**config.mk**
```make
export PLATFORM = sky130hd
export DESIGN_NAME = tcdm_interconnect
export DESIGN_NICKNAME = d
export VERILOG_FILES = /design/src/hw/tcdm_pkg.sv /design/src/hw/rr_arbiter.sv /design/src/hw/tcdm_bank_port.sv /design/src/hw/tcdm_interconnect.sv /design/src/hw/tcdm_resp_router.sv
export SDC_FILE = /design/constraint.sdc
export NUM_CORES = 1
export LEC_CHECK = 0
export ABC_AREA = 1
export BUFFER_PORTS_ARGS = -buffer_cell sky130_fd_sc_hd__buf_2
export CAP_MARGIN = 20
export CELL_PAD_IN_SITES_DETAIL_PLACEMENT = 0
export CELL_PAD_IN_SITES_GLOBAL_PLACEMENT = 1
export CORE_AREA = 2 2 284 286
export CTS_CLUSTER_DIAMETER = 80
export DETAILED_ROUTE_END_ITERATION = 10
export DIE_AREA = 0 0 286 288
export PLACE_DENSITY_LB_ADDON = 0.1
export SKIP_CTS_REPAIR_TIMING = 1
export SLEW_MARGIN = 20
export SYNTH_ARGS = -nofsm -noshare
export SYNTH_HDL_FRONTEND = slang
export SYNTH_HIERARCHICAL = 1
export SYNTH_SLANG_ARGS = --single-unit
```
**constraint.sdc**
```tcl
create_clock -name clk_i -period 4.07 [get_ports clk_i]
set_input_delay 0.814 -clock clk_i [delete_from_list [all_inputs] [get_ports clk_i]]
set_output_delay 0.814 -clock clk_i [all_outputs]
set_load 0.005 [all_outputs]
```
**src/hw/tcdm_pkg.sv**
```systemverilog
// TCDM bus definitions
`default_nettype none

package tcdm_pkg;

  // ********************************************************
  // Bus widths
  // ********************************************************

  localparam int unsigned DataWidth = 32;            // Bus data width
  localparam int unsigned AddrWidth = 32;            // Master byte address width
  localparam int unsigned BeWidth   = DataWidth / 8; // One enable per byte

  // Low address bits that pick a byte inside a word
  localparam int unsigned ByteOffset = $clog2(BeWidth);

  // ********************************************************
  // Word types
  // ********************************************************

  typedef logic [DataWidth-1:0] data_t;  // Read or write data word
  typedef logic [AddrWidth-1:0] addr_t;  // Master address
  typedef logic [BeWidth-1:0]   be_t;    // Byte enables

  // Address layout seen from a master, low to high:
  //   byte offset    ByteOffset bits
  //   bank index     log2(NB_BANKS) bits
  //   word address   ADDR_MEM_WIDTH bits, local to the bank
  // Consecutive words therefore fall into consecutive banks

endpackage : tcdm_pkg

`default_nettype wire

```
**src/hw/rr_arbiter.sv**
```systemverilog
// Round-robin arbiter
`timescale 1ns/100ps
`default_nettype none

module rr_arbiter #(
  parameter int unsigned N = 4
) (
  input  logic         clk_i,
  input  logic         rst_ni,
  input  logic [N-1:0] req_i,
  output logic [N-1:0] gnt_o,
  input  logic         ack_i   // Winner was taken, move the pointer on
);

  localparam int unsigned IdxW = (N > 1) ? $clog2(N) : 1;

  logic [IdxW-1:0] ptr_q;       // Requester with the highest priority
  logic [IdxW-1:0] ptr_next;
  logic [IdxW-1:0] winner_idx;
  logic            found;
  int              cand;

  // ********************************************************
  // Grant selection
  // ********************************************************

  // Scan starts at the pointer and wraps around once
  always_comb
  begin
    gnt_o      = '0;
    winner_idx = '0;
    found      = 1'b0;
    cand       = 0;
    for (int i = 0; i < int'(N); i++)
    begin
      cand = int'(ptr_q) + i;
      if (cand >= int'(N))
        cand = cand - int'(N);   // Wrap
      if (!found && req_i[cand])
      begin
        gnt_o[cand] = 1'b1;
        winner_idx  = IdxW'(cand);
        found       = 1'b1;
      end
    end
  end

  // One past the winner, so it gets the lowest priority next time
  assign ptr_next = (winner_idx == IdxW'(N - 1)) ? '0 : winner_idx + 1'b1;

  always_ff @(posedge clk_i or negedge rst_ni)
  begin
    if (!rst_ni)
      ptr_q <= '0;
    else if (ack_i && found)
      ptr_q <= ptr_next;
  end

  // ********************************************************
  // Checks
  // ********************************************************

  // A grant is one-hot and only ever goes to an active requester
  a_gnt_valid : assert property (@(posedge clk_i) disable iff (!rst_ni)
    $onehot0(gnt_o) && ((gnt_o & ~req_i) == '0))
    else $error("Arbiter grant %b does not match requests %b", gnt_o, req_i);

endmodule : rr_arbiter

`default_nettype wire

```
**src/hw/tcdm_bank_port.sv**
```systemverilog
// TCDM bank request port
`timescale 1ns/100ps
`default_nettype none

module tcdm_bank_port import tcdm_pkg::*; #(
  parameter int unsigned NB_MASTERS     = 4,
  parameter int unsigned NB_BANKS       = 4,
  parameter int unsigned BANK_IDX       = 0,
  parameter int unsigned ADDR_MEM_WIDTH = 8
) (
  input  logic                          clk_i,
  input  logic                          rst_ni,

  // Master requests, all masters
  input  logic  [NB_MASTERS-1:0]        req_i,
  input  addr_t [NB_MASTERS-1:0]        addr_i,
  input  logic  [NB_MASTERS-1:0]        wen_i,     // Low for a write
  input  data_t [NB_MASTERS-1:0]        wdata_i,
  input  be_t   [NB_MASTERS-1:0]        be_i,
  output logic  [NB_MASTERS-1:0]        gnt_o,

  // Towards the SRAM bank
  output logic                          bank_req_o,
  output logic  [ADDR_MEM_WIDTH-1:0]    bank_addr_o,
  output logic                          bank_wen_o,
  output data_t                         bank_wdata_o,
  output be_t                           bank_be_o,

  // Response identity, one cycle after the access
  output logic                          resp_valid_o,
  output logic  [NB_MASTERS-1:0]        resp_id_o
);

  localparam int unsigned BankBits = $clog2(NB_BANKS);
  localparam int unsigned MemLsb   = ByteOffset + BankBits;  // First word-address bit
  localparam addr_t       BankMask = addr_t'(NB_BANKS - 1);

  logic [NB_MASTERS-1:0] bank_hit;   // Masters that address this bank

  // ********************************************************
  // Address decode and arbitration
  // ********************************************************

  for (genvar m = 0; m < NB_MASTERS; m++)
  begin : g_decode
    assign bank_hit[m] = req_i[m] &&
                         (((addr_i[m] >> ByteOffset) & BankMask) == addr_t'(BANK_IDX));
  end

  rr_arbiter #(
    .N      ( NB_MASTERS )
  ) u_arb (
    .clk_i  ( clk_i      ),
    .rst_ni ( rst_ni     ),
    .req_i  ( bank_hit   ),
    .gnt_o  ( gnt_o      ),
    .ack_i  ( bank_req_o )
  );

  // Bank never stalls, any grant is an access
  assign bank_req_o = |gnt_o;

  // Winner's fields onto the bank
  always_comb
  begin
    bank_addr_o  = '0;
    bank_wen_o   = 1'b1;   // Read when idle
    bank_wdata_o = '0;
    bank_be_o    = '0;
    for (int m = 0; m < int'(NB_MASTERS); m++)
    begin
      if (gnt_o[m])
      begin
        bank_addr_o  = addr_i[m][MemLsb +: ADDR_MEM_WIDTH];
        bank_wen_o   = wen_i[m];
        bank_wdata_o = wdata_i[m];
        bank_be_o    = be_i[m];
      end
    end
  end

  // ********************************************************
  // Response identity
  // ********************************************************

  always_ff @(posedge clk_i or negedge rst_ni)
  begin
    if (!rst_ni)
    begin
      resp_valid_o <= 1'b0;
      resp_id_o    <= '0;
    end
    else
    begin
      resp_valid_o <= bank_req_o;   // Writes get a response too
      if (bank_req_o)
        resp_id_o <= gnt_o;         // Kept while the bank is idle
    end
  end

  // Every response belongs to an access of the previous cycle
  a_resp_follows_req : assert property (@(posedge clk_i) disable iff (!rst_ni)
    resp_valid_o |-> $past(bank_req_o))
    else $error("Bank %0d responds without an access", BANK_IDX);

endmodule : tcdm_bank_port

`default_nettype wire

```
**src/hw/tcdm_interconnect.sv**
```systemverilog
// TCDM logarithmic interconnect
`timescale 1ns/100ps
`default_nettype none

module tcdm_interconnect import tcdm_pkg::*; #(
  parameter int unsigned NB_MASTERS     = 4,
  parameter int unsigned NB_BANKS       = 4,   // Power of two
  parameter int unsigned ADDR_MEM_WIDTH = 8    // Words per bank, log2
) (
  input  logic                                    clk_i,
  input  logic                                    rst_ni,

  // ********************************************************
  // Master side
  // ********************************************************
  input  logic  [NB_MASTERS-1:0]                  req_i,
  input  addr_t [NB_MASTERS-1:0]                  addr_i,
  input  logic  [NB_MASTERS-1:0]                  wen_i,      // Active low write
  input  data_t [NB_MASTERS-1:0]                  wdata_i,
  input  be_t   [NB_MASTERS-1:0]                  be_i,
  output logic  [NB_MASTERS-1:0]                  gnt_o,
  output logic  [NB_MASTERS-1:0]                  r_valid_o,
  output data_t [NB_MASTERS-1:0]                  r_rdata_o,

  // ********************************************************
  // SRAM bank side
  // ********************************************************
  output logic  [NB_BANKS-1:0]                    bank_req_o,
  output logic  [NB_BANKS-1:0][ADDR_MEM_WIDTH-1:0] bank_addr_o,
  output logic  [NB_BANKS-1:0]                    bank_wen_o,
  output data_t [NB_BANKS-1:0]                    bank_wdata_o,
  output be_t   [NB_BANKS-1:0]                    bank_be_o,
  input  data_t [NB_BANKS-1:0]                    bank_rdata_i   // One cycle after req
);

  logic [NB_BANKS-1:0][NB_MASTERS-1:0] bank_gnt;     // Grants given by each bank
  logic [NB_BANKS-1:0]                 resp_valid;
  logic [NB_BANKS-1:0][NB_MASTERS-1:0] resp_id;

  // One request port per bank
  for (genvar b = 0; b < NB_BANKS; b++)
  begin : g_bank
    tcdm_bank_port #(
      .NB_MASTERS     ( NB_MASTERS     ),
      .NB_BANKS       ( NB_BANKS       ),
      .BANK_IDX       ( b              ),
      .ADDR_MEM_WIDTH ( ADDR_MEM_WIDTH )
    ) u_bank_port (
      .clk_i          ( clk_i           ),
      .rst_ni         ( rst_ni          ),
      .req_i          ( req_i           ),
      .addr_i         ( addr_i          ),
      .wen_i          ( wen_i           ),
      .wdata_i        ( wdata_i         ),
      .be_i           ( be_i            ),
      .gnt_o          ( bank_gnt[b]     ),
      .bank_req_o     ( bank_req_o[b]   ),
      .bank_addr_o    ( bank_addr_o[b]  ),
      .bank_wen_o     ( bank_wen_o[b]   ),
      .bank_wdata_o   ( bank_wdata_o[b] ),
      .bank_be_o      ( bank_be_o[b]    ),
      .resp_valid_o   ( resp_valid[b]   ),
      .resp_id_o      ( resp_id[b]      )
    );
  end

  // A master addresses one bank, so at most one of these is set per master
  always_comb
  begin
    gnt_o = '0;
    for (int b = 0; b < int'(NB_BANKS); b++)
      gnt_o = gnt_o | bank_gnt[b];
  end

  tcdm_resp_router #(
    .NB_MASTERS   ( NB_MASTERS   ),
    .NB_BANKS     ( NB_BANKS     )
  ) u_resp_router (
    .resp_valid_i ( resp_valid   ),
    .resp_id_i    ( resp_id      ),
    .bank_rdata_i ( bank_rdata_i ),
    .r_valid_o    ( r_valid_o    ),
    .r_rdata_o    ( r_rdata_o    )
  );

endmodule : tcdm_interconnect

`default_nettype wire

```
**src/hw/tcdm_resp_router.sv**
```systemverilog
// TCDM response router
`timescale 1ns/100ps
`default_nettype none

module tcdm_resp_router import tcdm_pkg::*; #(
  parameter int unsigned NB_MASTERS = 4,
  parameter int unsigned NB_BANKS   = 4
) (
  input  logic [NB_BANKS-1:0]                  resp_valid_i,
  input  logic [NB_BANKS-1:0][NB_MASTERS-1:0]  resp_id_i,     // One-hot per bank
  input  data_t [NB_BANKS-1:0]                 bank_rdata_i,
  output logic [NB_MASTERS-1:0]                r_valid_o,
  output data_t [NB_MASTERS-1:0]               r_rdata_o
);

  // Bank b answers master m
  logic [NB_MASTERS-1:0][NB_BANKS-1:0] hit;

  always_comb
  begin
    for (int m = 0; m < int'(NB_MASTERS); m++)
    begin
      for (int b = 0; b < int'(NB_BANKS); b++)
        hit[m][b] = resp_valid_i[b] & resp_id_i[b][m];
    end
  end

  // ********************************************************
  // Per-master response select
  // ********************************************************

  always_comb
  begin
    r_valid_o = '0;
    r_rdata_o = '0;   // Zero data without a response
    for (int m = 0; m < int'(NB_MASTERS); m++)
    begin
      for (int b = 0; b < int'(NB_BANKS); b++)
      begin
        if (hit[m][b])
        begin
          r_valid_o[m] = 1'b1;
          r_rdata_o[m] = bank_rdata_i[b];
        end
      end
    end
  end

  // One grant per master and cycle means one response per master and cycle
  always_comb
  begin
    for (int m = 0; m < int'(NB_MASTERS); m++)
    begin
      a_one_resp : assert final ($onehot0(hit[m]))
        else $error("Master %0d gets responses from banks %b", m, hit[m]);
    end
  end

endmodule : tcdm_resp_router

`default_nettype wire

```
==> flow_summary_export.csv, run 1 <==
group,metric,value,unit
outcome,status,"completed",
sta,max_freq,256,MHz
sta,maxSlewViolCount,0,
layout,final_common_cell,"nand2_1",
global_route,grt_usage,0.244,
sta,worst_pin_slew,965,ps
yosys,synth_fa_ha_area_frac,0.0273,
sta,setup_violations,0,
yosys,syn_nets,3729,
layout,syn_to_final_growth,37.7,%
clocking,clock_latency,280,ps
global_route,grt_start_max_net_pins,77,
sta,setup_tns,0,ps
yosys,ys_seq_elements,28,
yosys,async_flop_share,1.00,
layout,drive_gt1_frac,0.256,
yosys,synthMuxAreaShare,0,
critical_path,path_class,"in2out",
drt,vias_per_cell,4.80,
clocking,cts_buffers,3,
critical_path,critPathMaxFanout,26,
yosys,avgSynthCellArea,4.74,um^2
clocking,cts_root_buf,"clkbuf_16",
die,die_x,286,um
die,num_rows,104,
die,die_y,288,um
yosys,synth_cell_types,38,
layout,final_nets,4313,
placed_design,gp_congestion,0.840,
clocking,clock_sinks,28,
global_route,antenna_found_initial,26,
drt,first_pass_iters,5,
critical_path,arrival,3090,ps
drt,vias,23765,
yosys,netlist_instances,3285,
yosys,synth_compound_area_frac,0.166,
clocking,cts.path.max_buffers,2,
yosys,synth_seq_area_share,0.0450,
critical_path,end_kind,"output port",
global_route,grt_pass1_wl,154000,um
die,initial_core_util,0.195,
critical_path,cp-start-kind,"primary input",
die,die_area,82400,um^2
die,boundaryPins,730,
sta,timing.slew.headroom,0.357,
yosys,synth_edf_count,0,
sta,setup_slack,163,ps
sta,finalHoldViolCount,0,
clocking,cts_max_level,1,
sta,finClkSkew,10.7,ps
yosys,synth_top_family_by_area,"simple AND/OR/NAND/NOR gates",
sta,fin_crit_sh,0.960,
drt,drt-total-wl,107000,um
layout,final_cell_mix,"nand2_1, buf_2, nand3_1, nor2_1, a21oi_1",
yosys,yosysWarningCount,6,
critical_path,required,3260,ps
sta,holdWs,509,ps
drt,drc,0,
drt,drtIter0Drc,1841,
yosys,synth_area,15600,um^2
clocking,path_clk_slew,80,ps
layout,final_util,0.269,
placed_design,dp_slack,87.2,ps
drt,ant_nets,0,
global_route,overflow,0,
die,core_region_area,79600,um^2
sta,finalCriticalPeriod,3910,ps
placed_design,dpl.hpwl,78400,um
yosys,synthXorXnorAreaFrac,0,
global_route,grt_pass1_vias,22645,
critical_path,ff2ff_setup_slack,1010,ps
yosys,synthFlopType,"dfrtp_1",
clocking,cts_tree,"built",
worst_hold_path,holdCritPathClass,"reg2reg",
placed_design,io_buffers,641,
layout,num-fill-cells,9522,
sta,rsz0062_at_grt,"no",
run,cap_violations,0,
drt,wl_per_cell,21.7,um
yosys,synth-simple-area-share,0.608,
[Yosys cell counts, types with 9 or more instances]
cell | number | area [um^2]
nand3_2 | 42 | 420
nand2_1 | 999 | 3750
nand2_2 | 22 | 138
buf_2 | 137 | 686
nand3_1 | 575 | 2880
o211ai_1 | 9 | 67.6
buf_4 | 13 | 97.6
clkbuf_2 | 12 | 60.1
o21ai_1 | 10 | 50.1
nor2_2 | 9 | 56.3
a21oi_1 | 318 | 1590
dfrtp_1 | 28 | 701
nor2_1 | 504 | 1890
inv_1 | 256 | 961
o21ai_0 | 143 | 716
clkbuf_1 | 75 | 282
buf_6 | 14 | 158
nand2_4 | 14 | 158
ha_1 | 34 | 425
[area by class of cell]
| class | instances | area (um^2) | area share |
|---|---|---|---|
| inverter | 277 | 1080 | 0.0505 |
| clock inverter | 1 | 30.0 | 0.00140 |
| tap | 1060 | 1330 | 0.0619 |
| multi-input combinational | 2722 | 12700 | 0.593 |
| sequential | 28 | 709 | 0.0331 |
| timing repair buffer | 837 | 5440 | 0.254 |
| antenna | 21 | 52.6 | 0.00245 |
| clock buffer | 3 | 75.1 | 0.00350 |
[critical path: stages]
cell and delay, ps:
buf_2 120, nor3b_2 150, buf_4 150, inv_1 50, nand2_1 50, nand3_2 100, nand2_4 100, inv_4 60
nand2_2 50, nor2_4 110, nand2_4 60, buf_4 140, o21ai_4 240, buf_12 270, buf_4 180, a21oi_1 60
nand2_1 60, nand2_1 90, nand2_1 100, buf_2 120
[registers in the layout, summed over array words and instances, names as in the netlist]
signal                           count
g_bank.u_bank_port/resp_valid_o      4
g_bank.u_bank_port/u_arb/ptr_q       8
g_bank.u_bank_port/resp_id_o        16
[logic make-up after synthesis]
| group | after synthesis |
|---|---|
| and+or+nand+nor | 2187 |
| AOI/OAI and AO/OA | 501 |
| adders and majority gates | 34 |
| DFF | 28 |
| buffers and inverters | 535 |
[layer usage]
metal / track usage / vias up / part of all wire
met1: 0.323 / 11124 / 0.44
met2: 0.425 / 777 / 0.49
met5: 0 / - / 0.0010
met3: 0.0307 / 98 / 0.053
met4: 0.0453 / 18 / 0.018
li1: - / 11748 / -
[metrics by stage]
step / instances / cell area [um^2]
2_1_floorplan: 3285 / 15600
3_3_place_gp: 4911 / 21100
3_5_place_dp: 4911 / 21100
4_1_cts: 4915 / 21200
5_1_grt: 4941 / 21400
6_report: 4949 / 21400
[path summary, 6_finish.rpt]
check | endpoint | cells past startpoint | from
worst min register to register | g_bank[0].u_bank_port/resp_id_o[0] | 2 | g_bank[0].u_bank_port/resp_id_o[0]
max in group asynchronous | g_bank[0].u_bank_port/resp_valid_o | 1 | rst_ni
worst max register to register | g_bank[1].u_bank_port/u_arb/ptr_q[0] | 19 | g_bank[1].u_bank_port/u_arb/ptr_q[0]
worst min-delay path | g_bank[0].u_bank_port/resp_id_o[0] | 2 | g_bank[0].u_bank_port/resp_id_o[0]
min in group asynchronous | g_bank[1].u_bank_port/u_arb/ptr_q[0] | 1 | rst_ni
worst max-delay path | bank_wdata_o[16] | 20 | req_i[3]
Power of run 1 is not shown: default switching activity piles up to over one toggle a cycle in this logic, so the estimate is an artifact.
==> run 2: changes to the inputs <==
BUFFER_PORTS_ARGS = unset   (was -buffer_cell sky130_fd_sc_hd__buf_2)
CORE_AREA = 2 2 281 283   (was 2 2 284 286)
DIE_AREA = 0 0 283 285   (was 0 0 286 288)
DONT_BUFFER_PORTS = 1   (was unset)
HOLD_SLACK_MARGIN = 0.05   (was unset)
==> run 2 against run 1 <==
Compared with the run above: clock-buffer cell count unchanged; highest routed layer is now met4; non-clock buffer count fell by 717; largest cell class unchanged; cell count fell by 15%; critical path depth shrank 6; first-iteration DRC count up 10%; critical path type is now reg2out; design area down 20%; wire length is 6.5% lower.
==> flow_summary_export.csv, run 2 (same netlist as run 1, synthesis figures left out) <==
group,metric,value,unit
outcome,status,"completed",
sta,max_freq,256,MHz
critical_path,worstPathCellList,"inv_2 -> ha_1 -> inv_1 -> nand3_1 -> nand2_4 -> nand4_1 -> buf_4 -> o2111ai_4 -> inv_6 -> buf_12 -> nor2_1 -> nor2_1 -> nand2_1 -> nand2_1",
sta,setup_violations,0,
clocking,path_clk_slew,80,ps
sta,timing.slew.headroom,0.336,
drt,drtIter0Drc,2029,
sta,setup_slack,169,ps
clocking,clock_sinks,28,
drt,vias,21675,
critical_path,critPathMaxFanout,19,
die,boundaryPins,730,
global_route,overflow,0,
clocking,cts_buffers,3,
run,cap_violations,0,
sta,setup_tns,0,ps
layout,final_cell_mix,"nand2_1, nand3_1, nor2_1, a21oi_1, inv_1",
clocking,cts_root_buf,"clkbuf_16",
global_route,grt_pass1_vias,20427,
critical_path,ff2ff_setup_slack,780,ps
sta,fin_crit_sh,0.959,
sta,finClkSkew,10.5,ps
layout,final_util,0.220,
critical_path,end_kind,"output port",
layout,multiInputGateArea,12600,um^2
layout,regMostFlops,"g_bank.u_bank_port/resp_id_o",
layout,top_regs,"g_bank.u_bank_port/resp_id_o (16), g_bank.u_bank_port/u_arb/ptr_q (8), g_bank.u_bank_port/resp_valid_o (4)",
layout,final_nets,3596,
layout,largest_reg_flops,16,
clocking,cts.path.max_buffers,2,
critical_path,r2r_end,"g_bank[1].u_bank_port/u_arb/ptr_q[0]",
placed_design,dpl.hpwl,71500,um
critical_path,critPathBufInv,5,
critical_path,arrival,3090,ps
sta,holdWs,221,ps
critical_path,crit_slowest_cell,"dfrtp_1",
critical_path,r2r-start,"g_bank[1].u_bank_port/u_arb/ptr_q[1]",
critical_path,cp_top_family,"buffers and inverters",
sta,finalHoldViolCount,0,
sta,maxSlewViolCount,0,
die,die_area,80700,um^2
layout,syn_to_final_growth,10.5,%
layout,drive_gt1_frac,0.0813,
sta,finalCriticalPeriod,3900,ps
drt,drc,0,
layout,num-fill-cells,9099,
die,initial_core_util,0.200,
critical_path,path_class,"reg2out",
global_route,grt_usage,0.233,
global_route,grt_start_max_net_pins,86,
drt,first_pass_iters,6,
drt,ant_nets,0,
drt,vias_per_cell,5.16,
placed_design,dp_slack,-57.4,ps
layout,final_common_cell,"nand2_1",
layout,ff_latch_area,708,um^2
die,num_rows,103,
sta,worst_pin_slew,996,ps
placed_design,gp_congestion,0.897,
clocking,cts_max_level,1,
die,die_y,285,um
critical_path,ff2ff_path_depth,16,
global_route,antenna_found_initial,1,
clocking,clock_latency,270,ps
worst_hold_path,holdCritPathClass,"in2async",
clocking,cts_tree,"built",
critical_path,critPathMaxStageDelay,410,ps
critical_path,required,3260,ps
die,die_x,283,um
drt,drt-total-wl,100000,um
die,core_region_area,78000,um^2
global_route,grt_pass1_wl,145000,um
drt,wl_per_cell,23.9,um
critical_path,cp-start-kind,"flop",
sta,rsz0062_at_grt,"no",
placed_design,io_buffers,0,
run 2: cell types whose count changed in the layout (fill, tap and decap cells not counted), moves of 4 or more:
| cell | before | now |
|---|---|---|
| buf_2 | 641 | 0 |
| buf_4 | 134 | 82 |
| buf_12 | 57 | 36 |
| diode_2 | 21 | 1 |
| nor2_1 | 499 | 503 |
run 2: layout make-up:
| cell class | instances | area share |
|---|---|---|
| Antenna cell | 1 | 0.000146 |
| Inverter | 277 | 0.0630 |
| Sequential cell | 28 | 0.0412 |
| Timing Repair Buffer | 120 | 0.0790 |
| Tap cell | 1050 | 0.0764 |
| Clock buffer | 3 | 0.00437 |
| Multi-Input combinational cell | 2722 | 0.736 |
run 2: through the flow:
step / instance area (um^2) / std cells
CTS: 17100 / 4198
floorplan: 15600 / 3285
finish: 17200 / 4201
detailed placement: 17100 / 4195
global placement: 17100 / 4195
global route: 17200 / 4200
run 2: worst reg2reg max path: cells and delay by family, from the launching register on:
| family | cells | cell delay [ps] |
|---|---|---|
| buffers and inverters | 5 | 620 |
| adders and majority gates | 1 | 330 |
| AOI/OAI and AO/OA | 4 | 810 |
| and+or+nand+nor | 6 | 1040 |
| DFF | 1 | 410 |
run 2: worst max path at each step:
| stage | start | end | slack, ps | cells past startpoint |
|---|---|---|---|---|
| after global routing | req_i[2] | bank_wen_o[2] | 3 | 13 |
| final | g_bank[1].u_bank_port/u_arb/ptr_q[1] | bank_wdata_o[38] | 170 | 14 |
| after detailed placement | addr_i[67] | bank_wdata_o[17] | -60 | 18 |
| after global placement | addr_i[67] | bank_wdata_o[17] | -40 | 18 |
| after CTS | addr_i[67] | bank_wdata_o[17] | -80 | 18 |
| after floorplan | addr_i[3] | bank_addr_o[0] | 700 | 18 |
run 2: metal layers:
metal  global-route usage  wire, um
met3               0.0448      8110
met2                0.411     48800
met4               0.0422      1780
met1                0.296     41600
met5                    0         0
Power of run 2 is left out for the same reason.
==> run 3: changes to the inputs <==
ABC_AREA = 0   (was 1)
CORE_AREA = 2 2 288 290   (was 2 2 281 283)
DIE_AREA = 0 0 290 292   (was 0 0 283 285)
==> run 3 against run 2 <==
Compared with the run above: critical path type is now in2out; the run now ends with negative setup slack left; design area rose by 9.9%; core utilization rose by 1.1 points; setup slack got worse by 180 ps; clock-buffer cell count did not move; synthesized cell count fell by 45%; sequential share of layout area fell by 0.37 points; clock skew fell by 6.6 ps; cell count fell by 29%; hold slack improved by 5.1 ps; highest routed layer unchanged; critical path depth fell by 1; sequential cell count did not move; die area rose by 5.0%.
==> flow_summary_export.csv, run 3 <==
group,metric,value,unit
outcome,status,"complete, but fails checks",
outcome,violations,"negative setup slack",
sta,holdWs,227,ps
sta,setup_slack,-14.0,ps
layout,final_common_cell,"buf_4",
critical_path,critPathMaxStageDelay,480,ps
clocking,cts_tree,"built",
layout,top_regs,"g_bank.u_bank_port/resp_id_o (16), g_bank.u_bank_port/u_arb/ptr_q (8), g_bank.u_bank_port/resp_valid_o (4)",
yosys,synth_cell_types,74,
sta,finalHoldViolCount,0,
critical_path,path_class,"in2out",
power_and_ir_drop,irDropWorstVdd,358,uV
clocking,clock_latency,270,ps
drt,first_pass_iters,5,
yosys,synth_top_area_cell,"a22oi_2",
power_and_ir_drop,p_per_area,891,nW/um^2
critical_path,worstPathCellList,"and3_4 -> buf_6 -> mux4_2 -> nor4b_2 -> buf_4 -> nand2_2 -> o211ai_1 -> nor2b_4 -> buf_6 -> buf_12 -> buf_12 -> a22oi_2 -> a21oi_2",
critical_path,critPathMaxFanout,6,
yosys,synth_top_area_share,0.133,
sta,finalCriticalPeriod,4080,ps
yosys,avgSynthCellArea,8.36,um^2
die,core_region_area,81600,um^2
power_and_ir_drop,leakagePower,6.50,nW
placed_design,gp_congestion,0.923,
drt,vias,17565,
sta,timing.slew.headroom,0.249,
layout,regMostFlops,"g_bank.u_bank_port/resp_id_o",
drt,vias_per_cell,5.88,
yosys,ys_top_cells_by_area,"a22oi_2, o22ai_2, a21oi_2",
layout,finalNonFillerCells,2985,
sta,fin_crit_sh,1.00,
critical_path,r2r_end,"g_bank[2].u_bank_port/u_arb/ptr_q[1]",
die,boundaryPins,730,
drt,drc,0,
global_route,overflow,0,
sta,setup_tns,-14.0,ps
global_route,grt_pass1_vias,16530,
yosys,synth_common_cells,"nand2_1, a21oi_2, a22oi_2, o22ai_2, a31oi_1",
placed_design,io_buffers,0,
run,cap_violations,0,
yosys,yosysWarningCount,6,
clocking,clock_sinks,28,
yosys,synth_compound_area_frac,0.574,
sta,finClkSkew,3.94,ps
die,num_rows,105,
critical_path,ff2ff_setup_slack,550,ps
critical_path,end_kind,"output port",
clocking,cts_root_buf,"clkbuf_16",
drt,drtIter0Drc,1492,
clocking,cts_max_level,1,
layout,final_nets,2360,
global_route,antenna_found_initial,2,
placed_design,dpl.hpwl,75600,um
global_route,grt_usage,0.225,
die,die_x,290,um
layout,syn_to_final_growth,25.3,%
layout,num-fill-cells,8906,
power_and_ir_drop,total_power,0.0168,W
die,initial_core_util,0.185,
yosys,synth_fa_ha_area_frac,0.0282,
worst_hold_path,holdCritPathClass,"in2async",
yosys,ys_seq_elements,28,
global_route,grt_pass1_wl,140000,um
critical_path,ff2ff_path_depth,15,
yosys,syn_nets,2249,
drt,drt-total-wl,107000,um
drt,wl_per_cell,35.7,um
yosys,yosysMostFrequentCell,"nand2_1",
global_route,grt_start_max_net_pins,69,
yosys,netlist_instances,1805,
drt,ant_nets,0,
yosys,synth_edf_count,0,
clocking,cts_buffers,3,
layout,insertedDiodeCount,0,
yosys,synth-simple-area-share,0.189,
die,die_y,292,um
yosys,synthXorXnorAreaFrac,0,
critical_path,cp-start-kind,"primary input",
critical_path,required,3260,ps
yosys,synthMuxAreaShare,0.0225,
clocking,cts.path.max_buffers,2,
yosys,synthFlopType,"dfrtp_1",
yosys,synth_area,15100,um^2
sta,maxSlewViolCount,0,
layout,largest_reg_flops,16,
critical_path,crit_slowest_cell,"mux4_2",
yosys,async_flop_share,1.00,
layout,final_cell_mix,"buf_4, nand2_1, a22oi_2, o22ai_2, a21oi_2",
clocking,path_clk_slew,80,ps
sta,worst_pin_slew,1130,ps
critical_path,arrival,3270,ps
die,die_area,84700,um^2
yosys,synth_seq_area_share,0.0465,
yosys,synth_top_family_by_area,"compound AO/OA/AOI/OAI gates",
sta,rsz0062_at_grt,"yes",
layout,drive_gt1_frac,0.501,
sta,setup_violations,1,
critical_path,r2r-start,"g_bank[2].u_bank_port/u_arb/ptr_q[0]",
sta,max_freq,245,MHz
placed_design,dp.cells,2902,
run 3: cell type report:
type / count / area [um^2] / share of cell area
Multi-Input combinational cell: 1486 / 12600 / 0.667
Tap cell: 1070 / 1340 / 0.0708
Timing Repair Buffer: 340 / 3920 / 0.208
Sequential cell: 28 / 708 / 0.0375
Clock buffer: 3 / 75.1 / 0.00397
Inverter: 57 / 224 / 0.0119
Clock inverter: 1 / 30.0 / 0.00159
run 3: stage by stage:
stage           util  area, um^2  setup WS (ps)
5_1_grt        0.232       18900           -148
4_1_cts        0.213       17400           -189
3_5_place_dp   0.212       17300           -191
3_3_place_gp   0.212       17300           -182
2_1_floorplan      -       15100            243
6_report       0.232       18900          -14.0
run 3: report_power, final:
group / total, W / switching (W) / internal [W]
Combinational: 0.0159 / 0.00946 / 0.00645
Clock: 0.000311 / 0.000114 / 0.000197
Sequential: 0.000625 / 0.000214 / 0.000410
run 3: critical path: cells and delay by family:
kind / cells / cell delay [ps]
AOI/OAI and AO/OA: 3 / 460
buffers and inverters: 5 / 700
muxes: 1 / 480
and+or+nand+nor: 4 / 770
run 3: worst max path at each step:
stage	start	end	slack, ps	depth (start not counted)
final	addr_i[99]	bank_wdata_o[97]	-10	13
after global routing	addr_i[99]	bank_wdata_o[97]	-150	13
after CTS	req_i[1]	bank_req_o[3]	-190	12
after detailed placement	req_i[1]	bank_req_o[3]	-190	12
after global placement	req_i[1]	bank_wdata_o[73]	-180	12
after floorplan	addr_i[35]	bank_be_o[1]	240	11
run 3: cells by family after synthesis:
family,Yosys count
adders and majority gates,34
muxes,22
buffers and inverters,291
AOI/OAI and AO/OA,907
and+or+nand+nor,523
DFF,28
run 3: metal layers:
layer	global-route usage	routed length [um]
met1	0.303	46800
met2	0.362	48400
met3	0.0590	9330
met4	0.0381	2070
met5	0	0
(Power assumes the default switching activity.)
